<file path="src/fifo_addr_pkg.sv">
// shared widths, layer types and slot-bank constants for the FIFO base-address initializer
package fifo_addr_pkg;

    // global-buffer byte address
    typedef logic [31:0] addr_t;

    // tile size, output length or row counter
    typedef logic [31:0] count_t;

    // channel count of the current layer
    typedef logic [7:0] chan_t;

    // layer type as issued by the tile scheduler
    typedef enum logic [1:0] {
        LAYER_POINTWISE = 2'd0,
        LAYER_DEPTHWISE = 2'd1,
        LAYER_STANDARD  = 2'd2,
        LAYER_LINEAR    = 2'd3
    } layer_type_e;

    // base-address slots per FIFO group
    localparam int NUM_SLOTS = 32;

    // depthwise mapping: 3 rows for each of 10 channels
    // slots above DW_CHANNELS*DW_ROWS are left alone by a depthwise load
    localparam int DW_CHANNELS = 10;
    localparam int DW_ROWS = 3;

    // zero region, read in place of a padded top row
    localparam addr_t ZERO_ZONE = 32'h8000_0000;

endpackage

</file>
<file path="src/fifo_init_ctrl.sv">
// init strobe and layer-type decode into bank load strobes, FIFO resets and ipsum base select
`timescale 1ns/1ps

module fifo_init_ctrl
    import fifo_addr_pkg::*;
(
    // only used to sample the check below
    input  logic        clk,
    input  logic        rst_n,

    input  logic        init_i,
    input  layer_type_e layer_type_i,
    input  logic        is_bias_i,
    input  addr_t       ipsum_base_i,
    input  addr_t       bias_base_i,

    output logic        load_pw_o,
    output logic        load_dw_o,
    output addr_t       ipsum_sel_base_o,
    output logic        ifmap_fifo_reset_o,
    output logic        ipsum_fifo_reset_o,
    output logic        opsum_fifo_reset_o
);

    // all three FIFO groups are flushed for the whole init cycle
    assign ifmap_fifo_reset_o = init_i;
    assign ipsum_fifo_reset_o = init_i;
    assign opsum_fifo_reset_o = init_i;

    // standard and linear layers flush but load nothing
    always_comb begin
        load_pw_o = 1'b0;
        load_dw_o = 1'b0;
        if (init_i) begin
            case (layer_type_i)
                LAYER_POINTWISE: load_pw_o = 1'b1;
                LAYER_DEPTHWISE: load_dw_o = 1'b1;
                default: begin
                    load_pw_o = 1'b0;
                    load_dw_o = 1'b0;
                end
            endcase
        end
    end

    // first ipsum pass of a layer reads the bias region instead
    assign ipsum_sel_base_o = is_bias_i ? bias_base_i : ipsum_base_i;

    // banks rely on the two load modes being exclusive
    a_load_onehot: assert property (
        @(posedge clk) disable iff (!rst_n)
        !(load_pw_o && load_dw_o)
    );

endmodule

</file>
<file path="config.mk">
export PLATFORM = sky130hd
export DESIGN_NAME = fifo_init_ctrl
export DESIGN_NICKNAME = d
export VERILOG_FILES = /design/src/fifo_addr_pkg.sv /design/src/fifo_init_ctrl.sv
export SDC_FILE = /design/constraint.sdc
export NUM_CORES = 1
export LEC_CHECK = 0
export BUFFER_PORTS_ARGS = -buffer_cell sky130_fd_sc_hd__buf_2
export CORE_AREA = 2 2 49 51
export DETAILED_ROUTE_END_ITERATION = 12
export DIE_AREA = 0 0 51 53
export PLACE_DENSITY = 0.8
export RECOVER_POWER = 100
export SLEW_MARGIN = 25
export SYNTH_ARGS = -nofsm -noshare
export SYNTH_HDL_FRONTEND = slang
export SYNTH_SLANG_ARGS = --single-unit
export TNS_END_PERCENT = 1
</file>
<file path="constraint.sdc">
create_clock -name vclk -period 0.8
set_input_delay 0 -clock vclk [all_inputs]
set_output_delay 0 -clock vclk [all_outputs]
set_load 0.02 [all_outputs]
</file>
# [After elaboration in Yosys (flattened, before gate mapping)]
# Index checks and enable logic that the tools add are counted.
[totals] reg_bits=0 latch_bits=0 ramBits=0 romBits=0 in_bits=70 out_inout_bits=37 word_cells=7 n_memories=0
[classes] n_addsub=0 mul=0 div_mod_pow=0 order_cmp=0 n_eq_ne=1 shift=0 mux=5 bitwise_logic=0 n_reduce_logical=1
[ops] cell="2-to-1 mux 32 bit" count=1
[ops] cell="2-to-1 mux 1 bit" count=4
[ops] cell="== test 2 x 1 -> 1 bit (second input constant)" count=1
[ops] cell="zero test 2 bit" count=1

# [Logic depth before layout (Yosys ltp)]
# Gate-level depths: netlist (run 1).
[depth] ltp_word=3 ltp_mapped=3 ltp_nobuf=1

# [Least setup slack after synthesis (run 1)]
# Ideal clock, no wire load.
[synth_timing] kind="input-to-output" start="input port is_bias_i" end="output port ipsum_sel_base_o[0]" arrival_time_ns=0.590 required_time_ns=0.800 slack_ns=0.210 path_stages=3 path_buffers=2 cell_sequence="buf_6 buf_12 mux2_4"
[synth_between] elab_chain_len=1
[synth_rtl] element="start, declared" line_no="fifo_init_ctrl.sv:13" text="input logic is_bias_i,"
[synth_rtl] element="2-to-1 mux 32 bit" line_no="fifo_init_ctrl.sv:47" text="assign ipsum_sel_base_o = is_bias_i ? bias_base_i : ipsum_base_i;"
[synth_rtl] element="end, declared" line_no="fifo_init_ctrl.sv:19" text="output addr_t ipsum_sel_base_o,"
# No other way between the ends.

# [Worst setup path after layout (run 1)]
[layout_timing] start="input port is_bias_i" end="output port ipsum_sel_base_o[28]"
# The elaborated chain is that of the path after synthesis.

==> results of run 1 <==
==> cell type report <==
| type | count | area (sq um) |
|---|---|---|
| fillers | 211 | 1010 |
| multi-input cells | 34 | 489 |
| well taps | 28 | 35.0 |
| repair buffers | 109 | 617 |
==> report_power, final <==
group          total, mW  internal (mW)  switching [mW]  leakage (nW)
sequential             0              0               0             0
combinational      0.791          0.433           0.358         0.711
clock                  0              0               0             0
total              0.791          0.433           0.358         0.711
==> timing repair <==
| action | CTS | global route |
|---|---|---|
| buffers inserted | 0 | 0 |
| endpoints found under the setup margin | 20 | 21 |
| resized for setup | 2 | 1 |
| gates cloned | 1 | 1 |
| pin swaps | 0 | 0 |
==> metrics by stage <==
step                cells  total power, mW
floorplan              41            0.495
global placement      169            0.747
detailed placement    169            0.764
CTS                   170            0.786
global route          171            0.837
finish                171            0.791
==> cell families (layout without fill, tap and decap cells) <==
group	count (synthesis)	in the layout	synth area share, %
muxes	32	32	81.1
buffers and inverters	7	109	16.1
and+or+nand+nor	2	2	2.79
==> metal layers <==
| metal | vias up | routed length, um | track usage (%) |
|---|---|---|---|
| met5 | - | 0 | 0 |
| met4 | 0 | 0 | 0 |
| met3 | 0 | 228 | 1.13 |
| met2 | 51 | 1070 | 23.4 |
| met1 | 311 | 625 | 12.5 |
| li1 | 354 | - | - |
==> cell usage in the layout, fill, tap and decap left out <==
cell type / instances
buf_16: 1
buf_2: 71
clkbuf_1: 6
buf_6: 1
mux2_4: 30
nor3b_1: 1
mux2_2: 2
clkbuf_16: 1
clkbuf_2: 27
and3b_1: 1
buf_12: 2
==> how the worst max path moves through the flow <==
stage | cells past startpoint | startpoint | endpoint
after global routing | 4 | is_bias_i | ipsum_sel_base_o[19]
after global placement | 4 | is_bias_i | ipsum_sel_base_o[21]
after floorplan | 3 | is_bias_i | ipsum_sel_base_o[0]
final | 4 | is_bias_i | ipsum_sel_base_o[28]
after CTS | 4 | is_bias_i | ipsum_sel_base_o[15]
after detailed placement | 4 | is_bias_i | ipsum_sel_base_o[15]
==> flow_results.xml, run 1 <==
<?xml version="1.0" encoding="UTF-8"?>
<metrics>
  <group name="worst_setup_path">
    <metric name="worst-setup-path-type" unit="">input port to output pin</metric>
    <metric name="cp_num_buf_inv" unit="">3</metric>
    <metric name="worst_setup_path_end_kind" unit="">output pin</metric>
    <metric name="critPathRequiredTime" unit="ns">0.80</metric>
    <metric name="worst_setup_path_start_kind" unit="">input port</metric>
    <metric name="critical_path_arrival" unit="ns">0.75</metric>
    <metric name="critical_path.max_fanout" unit="">6</metric>
    <metric name="cp_slowest_cell" unit="">mux2_4</metric>
    <metric name="max_stage_delay" unit="ns">0.30</metric>
    <metric name="worstPathCellList" unit="">buf_6 -&gt; clkbuf_16 -&gt; mux2_4 -&gt; clkbuf_2</metric>
    <metric name="timing.critical_path.max_delay_family" unit="">buffers and inverters</metric>
  </group>
  <group name="layout">
    <metric name="area.sequential" unit="sq um">0</metric>
    <metric name="n_clock_buffer" unit="">0</metric>
    <metric name="post_route_cells_drive_above_1_share" unit="%">94.4</metric>
    <metric name="postLayoutCoreUtil" unit="%">53.1</metric>
    <metric name="design.seq.count" unit="">0</metric>
    <metric name="postLayoutCellArea" unit="sq um">1140</metric>
    <metric name="insertedDiodeCount" unit="">0</metric>
    <metric name="net_count_final" unit="">215</metric>
    <metric name="layout-area-overhead-vs-synth" unit="%">95.7</metric>
  </group>
  <group name="synth">
    <metric name="synth_nets" unit="">111</metric>
    <metric name="synth-seq-area-share" unit="%">0</metric>
    <metric name="netlist_top_cells_area" unit="">mux2_4, buf_12, buf_4, mux2_2, buf_6</metric>
    <metric name="synth_largest_type_area_fraction" unit="%">77.3</metric>
    <metric name="yosysMostFrequentCell" unit="">mux2_4</metric>
    <metric name="synth.lib_cells_used.distinct" unit="">7</metric>
    <metric name="post_synth_instance_area" unit="sq um">583</metric>
    <metric name="syn-mean-instance-area" unit="sq um">14.2</metric>
    <metric name="synth_top_cell_by_area" unit="">mux2_4</metric>
    <metric name="warnings_from_yosys" unit="">0</metric>
    <metric name="netlist_instances" unit="">41</metric>
    <metric name="top_cells_by_instance_count_after_synthesis" unit="">mux2_4, buf_12, buf_4</metric>
  </group>
  <group name="drt">
    <metric name="routed_wire_length_per_instance" unit="um">11.2</metric>
    <metric name="dr.pass1.iters" unit="">1</metric>
    <metric name="vias_per_cell" unit="">4.19</metric>
    <metric name="detail_route_antenna_nets" unit="">0</metric>
    <metric name="post-route-drc-count" unit="">0</metric>
    <metric name="route.final.wire_length" unit="mm">1.92</metric>
    <metric name="iteration_0_drc_count_of_the_detailed_router" unit="">0</metric>
    <metric name="vias" unit="">716</metric>
  </group>
  <group name="run_status">
    <metric name="status" unit="">finished clean</metric>
  </group>
  <group name="global_routing">
    <metric name="vias_in_the_first_global_route" unit="">631</metric>
    <metric name="antenna_found_initial" unit="">0</metric>
    <metric name="global_route_wire_length_before_repair" unit="mm">2.44</metric>
    <metric name="grt_overflow_total" unit="">0</metric>
    <metric name="pin_count_of_the_biggest_net_entering_global_routing" unit="">11</metric>
    <metric name="gr-usage-all-layers" unit="%">11.1</metric>
  </group>
  <group name="min_path">
    <metric name="min_delay_worst_endpoint" unit="">ifmap_fifo_reset_o</metric>
    <metric name="min_path_cells" unit="">2</metric>
    <metric name="min_path_type" unit="">input port to output pin</metric>
    <metric name="hold_path_startpoint" unit="">init_i</metric>
  </group>
  <group name="place">
    <metric name="finalWeightedCongestion" unit="">0.610</metric>
    <metric name="pre_cts_slack" unit="ns">-0.0478</metric>
    <metric name="port-buffer-count" unit="">105</metric>
    <metric name="placed_area" unit="sq um">1090</metric>
    <metric name="post-dp-hpwl" unit="mm">1.71</metric>
  </group>
  <group name="sta">
    <metric name="max_freq" unit="MHz">1330</metric>
    <metric name="setup_viol" unit="">0</metric>
    <metric name="rsz0062_at_grt" unit="">false</metric>
    <metric name="final.setup.worst_slack" unit="ns">0.0491</metric>
    <metric name="final.period_utilization" unit="%">93.9</metric>
    <metric name="rel_slew_slack" unit="%">82.8</metric>
    <metric name="final.min_clock_period" unit="ns">0.751</metric>
    <metric name="pins_over_slew_limit" unit="">0</metric>
    <metric name="hold_slack" unit="ns">0.283</metric>
    <metric name="max_slew.worst_pin.slew" unit="ns">0.260</metric>
    <metric name="hold_violations" unit="">0</metric>
    <metric name="totalNegativeSetupSlack" unit="ns">0</metric>
  </group>
  <group name="die">
    <metric name="design.portCount" unit="">107</metric>
    <metric name="initial_utilization" unit="%">27.1</metric>
    <metric name="fp.dieW" unit="um">51</metric>
    <metric name="floorplan.core_area" unit="sq um">2150</metric>
    <metric name="die_area" unit="sq um">2700</metric>
    <metric name="chipHeight" unit="um">53</metric>
    <metric name="fp-row-count" unit="">17</metric>
  </group>
  <group name="power">
    <metric name="power.density" unit="nW/um^2">693</metric>
    <metric name="leakagePower" unit="nW">0.711</metric>
    <metric name="vdd_drop_max" unit="V">0.000341</metric>
  </group>
  <group name="cts">
    <metric name="ctsHoldBuffers" unit="">0</metric>
  </group>
  <group name="job">
    <metric name="maxCapViolCount" unit="">0</metric>
  </group>
</metrics>
Power figures use the tool's default switching activity.
==> run 2, diff against run 1 <==
Settings changed: ABC_AREA set to 1, PLACE_DENSITY 0.8 to 0.77.
==> run 2 against run 1 <==
  * Synthesized cell count rose to 2.7 times the previous value
  * Utilization down 6.9 points
  * Global-route usage up 0.54 points
  * Design area down 13%
  * Critical path type unchanged
  * Largest cell class unchanged
  * Largest power group unchanged
==> flow_results.xml, run 2 <==
<?xml version="1.0" encoding="UTF-8"?>
<metrics>
  <group name="sta">
    <metric name="max_slew.worst_pin.slew" unit="ns">0.253</metric>
    <metric name="final.period_utilization" unit="%">88.4</metric>
    <metric name="rel_slew_slack" unit="%">83.2</metric>
    <metric name="setup_viol" unit="">0</metric>
    <metric name="hold_violations" unit="">0</metric>
    <metric name="final.min_clock_period" unit="ns">0.707</metric>
    <metric name="rsz0062_at_grt" unit="">false</metric>
    <metric name="totalNegativeSetupSlack" unit="ns">0</metric>
    <metric name="pins_over_slew_limit" unit="">0</metric>
    <metric name="max_freq" unit="MHz">1410</metric>
  </group>
  <group name="global_routing">
    <metric name="antenna_found_initial" unit="">0</metric>
    <metric name="vias_in_the_first_global_route" unit="">758</metric>
    <metric name="pin_count_of_the_biggest_net_entering_global_routing" unit="">33</metric>
    <metric name="gr-usage-all-layers" unit="%">11.6</metric>
    <metric name="grt_overflow_total" unit="">0</metric>
    <metric name="global_route_wire_length_before_repair" unit="mm">2.62</metric>
  </group>
  <group name="power">
    <metric name="sequentialPowerShare" unit="%">0</metric>
    <metric name="vdd_drop_max" unit="V">0.000291</metric>
    <metric name="pwr-share-clk" unit="%">0</metric>
    <metric name="switching_share" unit="%">58.8</metric>
    <metric name="power.density" unit="nW/um^2">675</metric>
    <metric name="finalPower" unit="mW">0.670</metric>
    <metric name="total_switching_power" unit="mW">0.394</metric>
    <metric name="p_int" unit="mW">0.276</metric>
    <metric name="leakagePower" unit="nW">0.727</metric>
    <metric name="power.share.combinational" unit="%">100.0</metric>
  </group>
  <group name="worst_setup_path">
    <metric name="critPathLaunch" unit="">is_bias_i</metric>
    <metric name="critical_path.max_fanout" unit="">11</metric>
    <metric name="max_stage_delay" unit="ns">0.21</metric>
    <metric name="cp_slowest_cell" unit="">buf_4</metric>
    <metric name="cp.depth" unit="">5</metric>
    <metric name="worst-setup-path-type" unit="">input port to output pin</metric>
    <metric name="worst_setup_path_start_kind" unit="">input port</metric>
    <metric name="cp_num_buf_inv" unit="">3</metric>
    <metric name="worstPathCellList" unit="">clkbuf_2 -&gt; buf_4 -&gt; nand2_1 -&gt; nand2_1 -&gt; clkbuf_2</metric>
    <metric name="critical_path_arrival" unit="ns">0.71</metric>
    <metric name="critPathRequiredTime" unit="ns">0.80</metric>
    <metric name="worst_setup_path_end_kind" unit="">output pin</metric>
    <metric name="timing.critical_path.max_delay_family" unit="">buffers and inverters</metric>
  </group>
  <group name="run_status">
    <metric name="status" unit="">finished clean</metric>
  </group>
  <group name="min_path">
    <metric name="min_path_type" unit="">input port to output pin</metric>
    <metric name="hold_path_startpoint" unit="">layer_type_i[0]</metric>
    <metric name="min_path_cells" unit="">3</metric>
    <metric name="min_delay_worst_endpoint" unit="">load_pw_o</metric>
  </group>
  <group name="cts">
    <metric name="cts_repair_resize_count" unit="">0</metric>
    <metric name="ctsHoldBuffers" unit="">0</metric>
    <metric name="post_cts.repair.setup_buffers" unit="">0</metric>
  </group>
  <group name="drt">
    <metric name="detail_route_antenna_nets" unit="">0</metric>
    <metric name="vias_per_cell" unit="">3.98</metric>
    <metric name="vias" unit="">948</metric>
    <metric name="routed_wire_length_per_instance" unit="um">7.77</metric>
    <metric name="dr.pass1.iters" unit="">6</metric>
    <metric name="iteration_0_drc_count_of_the_detailed_router" unit="">9</metric>
    <metric name="route.final.wire_length" unit="mm">1.85</metric>
    <metric name="post-route-drc-count" unit="">0</metric>
  </group>
  <group name="synth">
    <metric name="post_synth_instance_area" unit="sq um">533</metric>
    <metric name="top_cells_by_instance_count_after_synthesis" unit="">nand2_1, nand2_2, buf_4, buf_6, clkbuf_8</metric>
    <metric name="netlist_top_cells_area" unit="">nand2_1, nand2_2, clkbuf_8, buf_6, buf_4</metric>
    <metric name="synth_largest_type_area_fraction" unit="%">62.0</metric>
    <metric name="syn-mean-instance-area" unit="sq um">4.76</metric>
    <metric name="synth-seq-area-share" unit="%">0</metric>
    <metric name="warnings_from_yosys" unit="">0</metric>
    <metric name="synth.lib_cells_used.distinct" unit="">9</metric>
    <metric name="synth_top_cell_by_area" unit="">nand2_1</metric>
    <metric name="netlist_instances" unit="">112</metric>
    <metric name="synth_nets" unit="">182</metric>
    <metric name="yosysMostFrequentCell" unit="">nand2_1</metric>
  </group>
  <group name="die">
    <metric name="die_area" unit="sq um">2700</metric>
    <metric name="initial_utilization" unit="%">24.8</metric>
    <metric name="chipHeight" unit="um">53</metric>
    <metric name="fp.dieW" unit="um">51</metric>
    <metric name="design.portCount" unit="">107</metric>
    <metric name="fp-row-count" unit="">17</metric>
    <metric name="floorplan.core_area" unit="sq um">2150</metric>
  </group>
  <group name="layout">
    <metric name="insertedDiodeCount" unit="">0</metric>
    <metric name="net_count_final" unit="">282</metric>
    <metric name="layout-area-overhead-vs-synth" unit="%">86.2</metric>
    <metric name="design.seq.count" unit="">0</metric>
    <metric name="layout.cells.most_common_list" unit="">nand2_1, buf_2, clkbuf_2</metric>
    <metric name="area.sequential" unit="sq um">0</metric>
    <metric name="post_route_cells_drive_above_1_share" unit="%">54.3</metric>
    <metric name="n_clock_buffer" unit="">0</metric>
    <metric name="leading_cell_type_in_the_layout_fill_and_taps_excluded" unit="">nand2_1</metric>
  </group>
  <group name="place">
    <metric name="finalWeightedCongestion" unit="">0.660</metric>
    <metric name="port-buffer-count" unit="">105</metric>
    <metric name="post-dp-hpwl" unit="mm">1.62</metric>
  </group>
  <group name="job">
    <metric name="maxCapViolCount" unit="">0</metric>
  </group>
</metrics>
-- run 2: worst max-delay path by stage --
stage                           endpoint  slack [ns]
floorplan            ipsum_sel_base_o[0]        0.31
global placement    ipsum_sel_base_o[26]        0.11
CTS                 ipsum_sel_base_o[26]         0.1
detailed placement  ipsum_sel_base_o[26]        0.10
global route        ipsum_sel_base_o[27]        0.03
finish              ipsum_sel_base_o[28]        0.09
-- run 2: cells by family after synthesis --
| group | share of synthesized area, % |
|---|---|
| buffers and inverters | 24.9 |
| and+or+nand+nor | 75.1 |
-- run 2: layout make-up --
type               instances  area, sq um
fillers                  249         1160
multi-input cells        100          400
inverters                  2         15.0
well taps                 28         35.0
repair buffers           108          542
-- run 2: metrics by stage --
stage               instances  hold WS [ns]  area [sq um]  utilization, %  worst slack [ns]
global route              238         0.290           992            46.2            0.0275
CTS                       238         0.266           998            46.5            0.0982
finish                    238         0.276           992            46.2            0.0929
global placement          238         0.266           998            46.5             0.109
detailed placement        238         0.264           998            46.5             0.101
floorplan                 112        0.0798           533               -             0.310
-- run 2: tightest hold or removal path: stages --
cell and delay, ns:
buf_2 0.08, nor2_1 0.04, clkbuf_1 0.15
-- run 2: power groups by stage --
stage               registers (mW)  logic, mW  clock network [mW]
floorplan                        0      0.411                   0
global placement                 0      0.669                   0
detailed placement               0      0.677                   0
CTS                              0      0.680                   0
global route                     0      0.738                   0
finish                           0      0.670                   0
-- run 2: per-layer routing --
metal,track usage (%),part of all wire (%),vias to the layer above
met3,0.282,10,0
li1,-,-,522
met2,25.8,53,48
met5,0,0,-
met4,1.35,0,0
met1,12.1,37,378
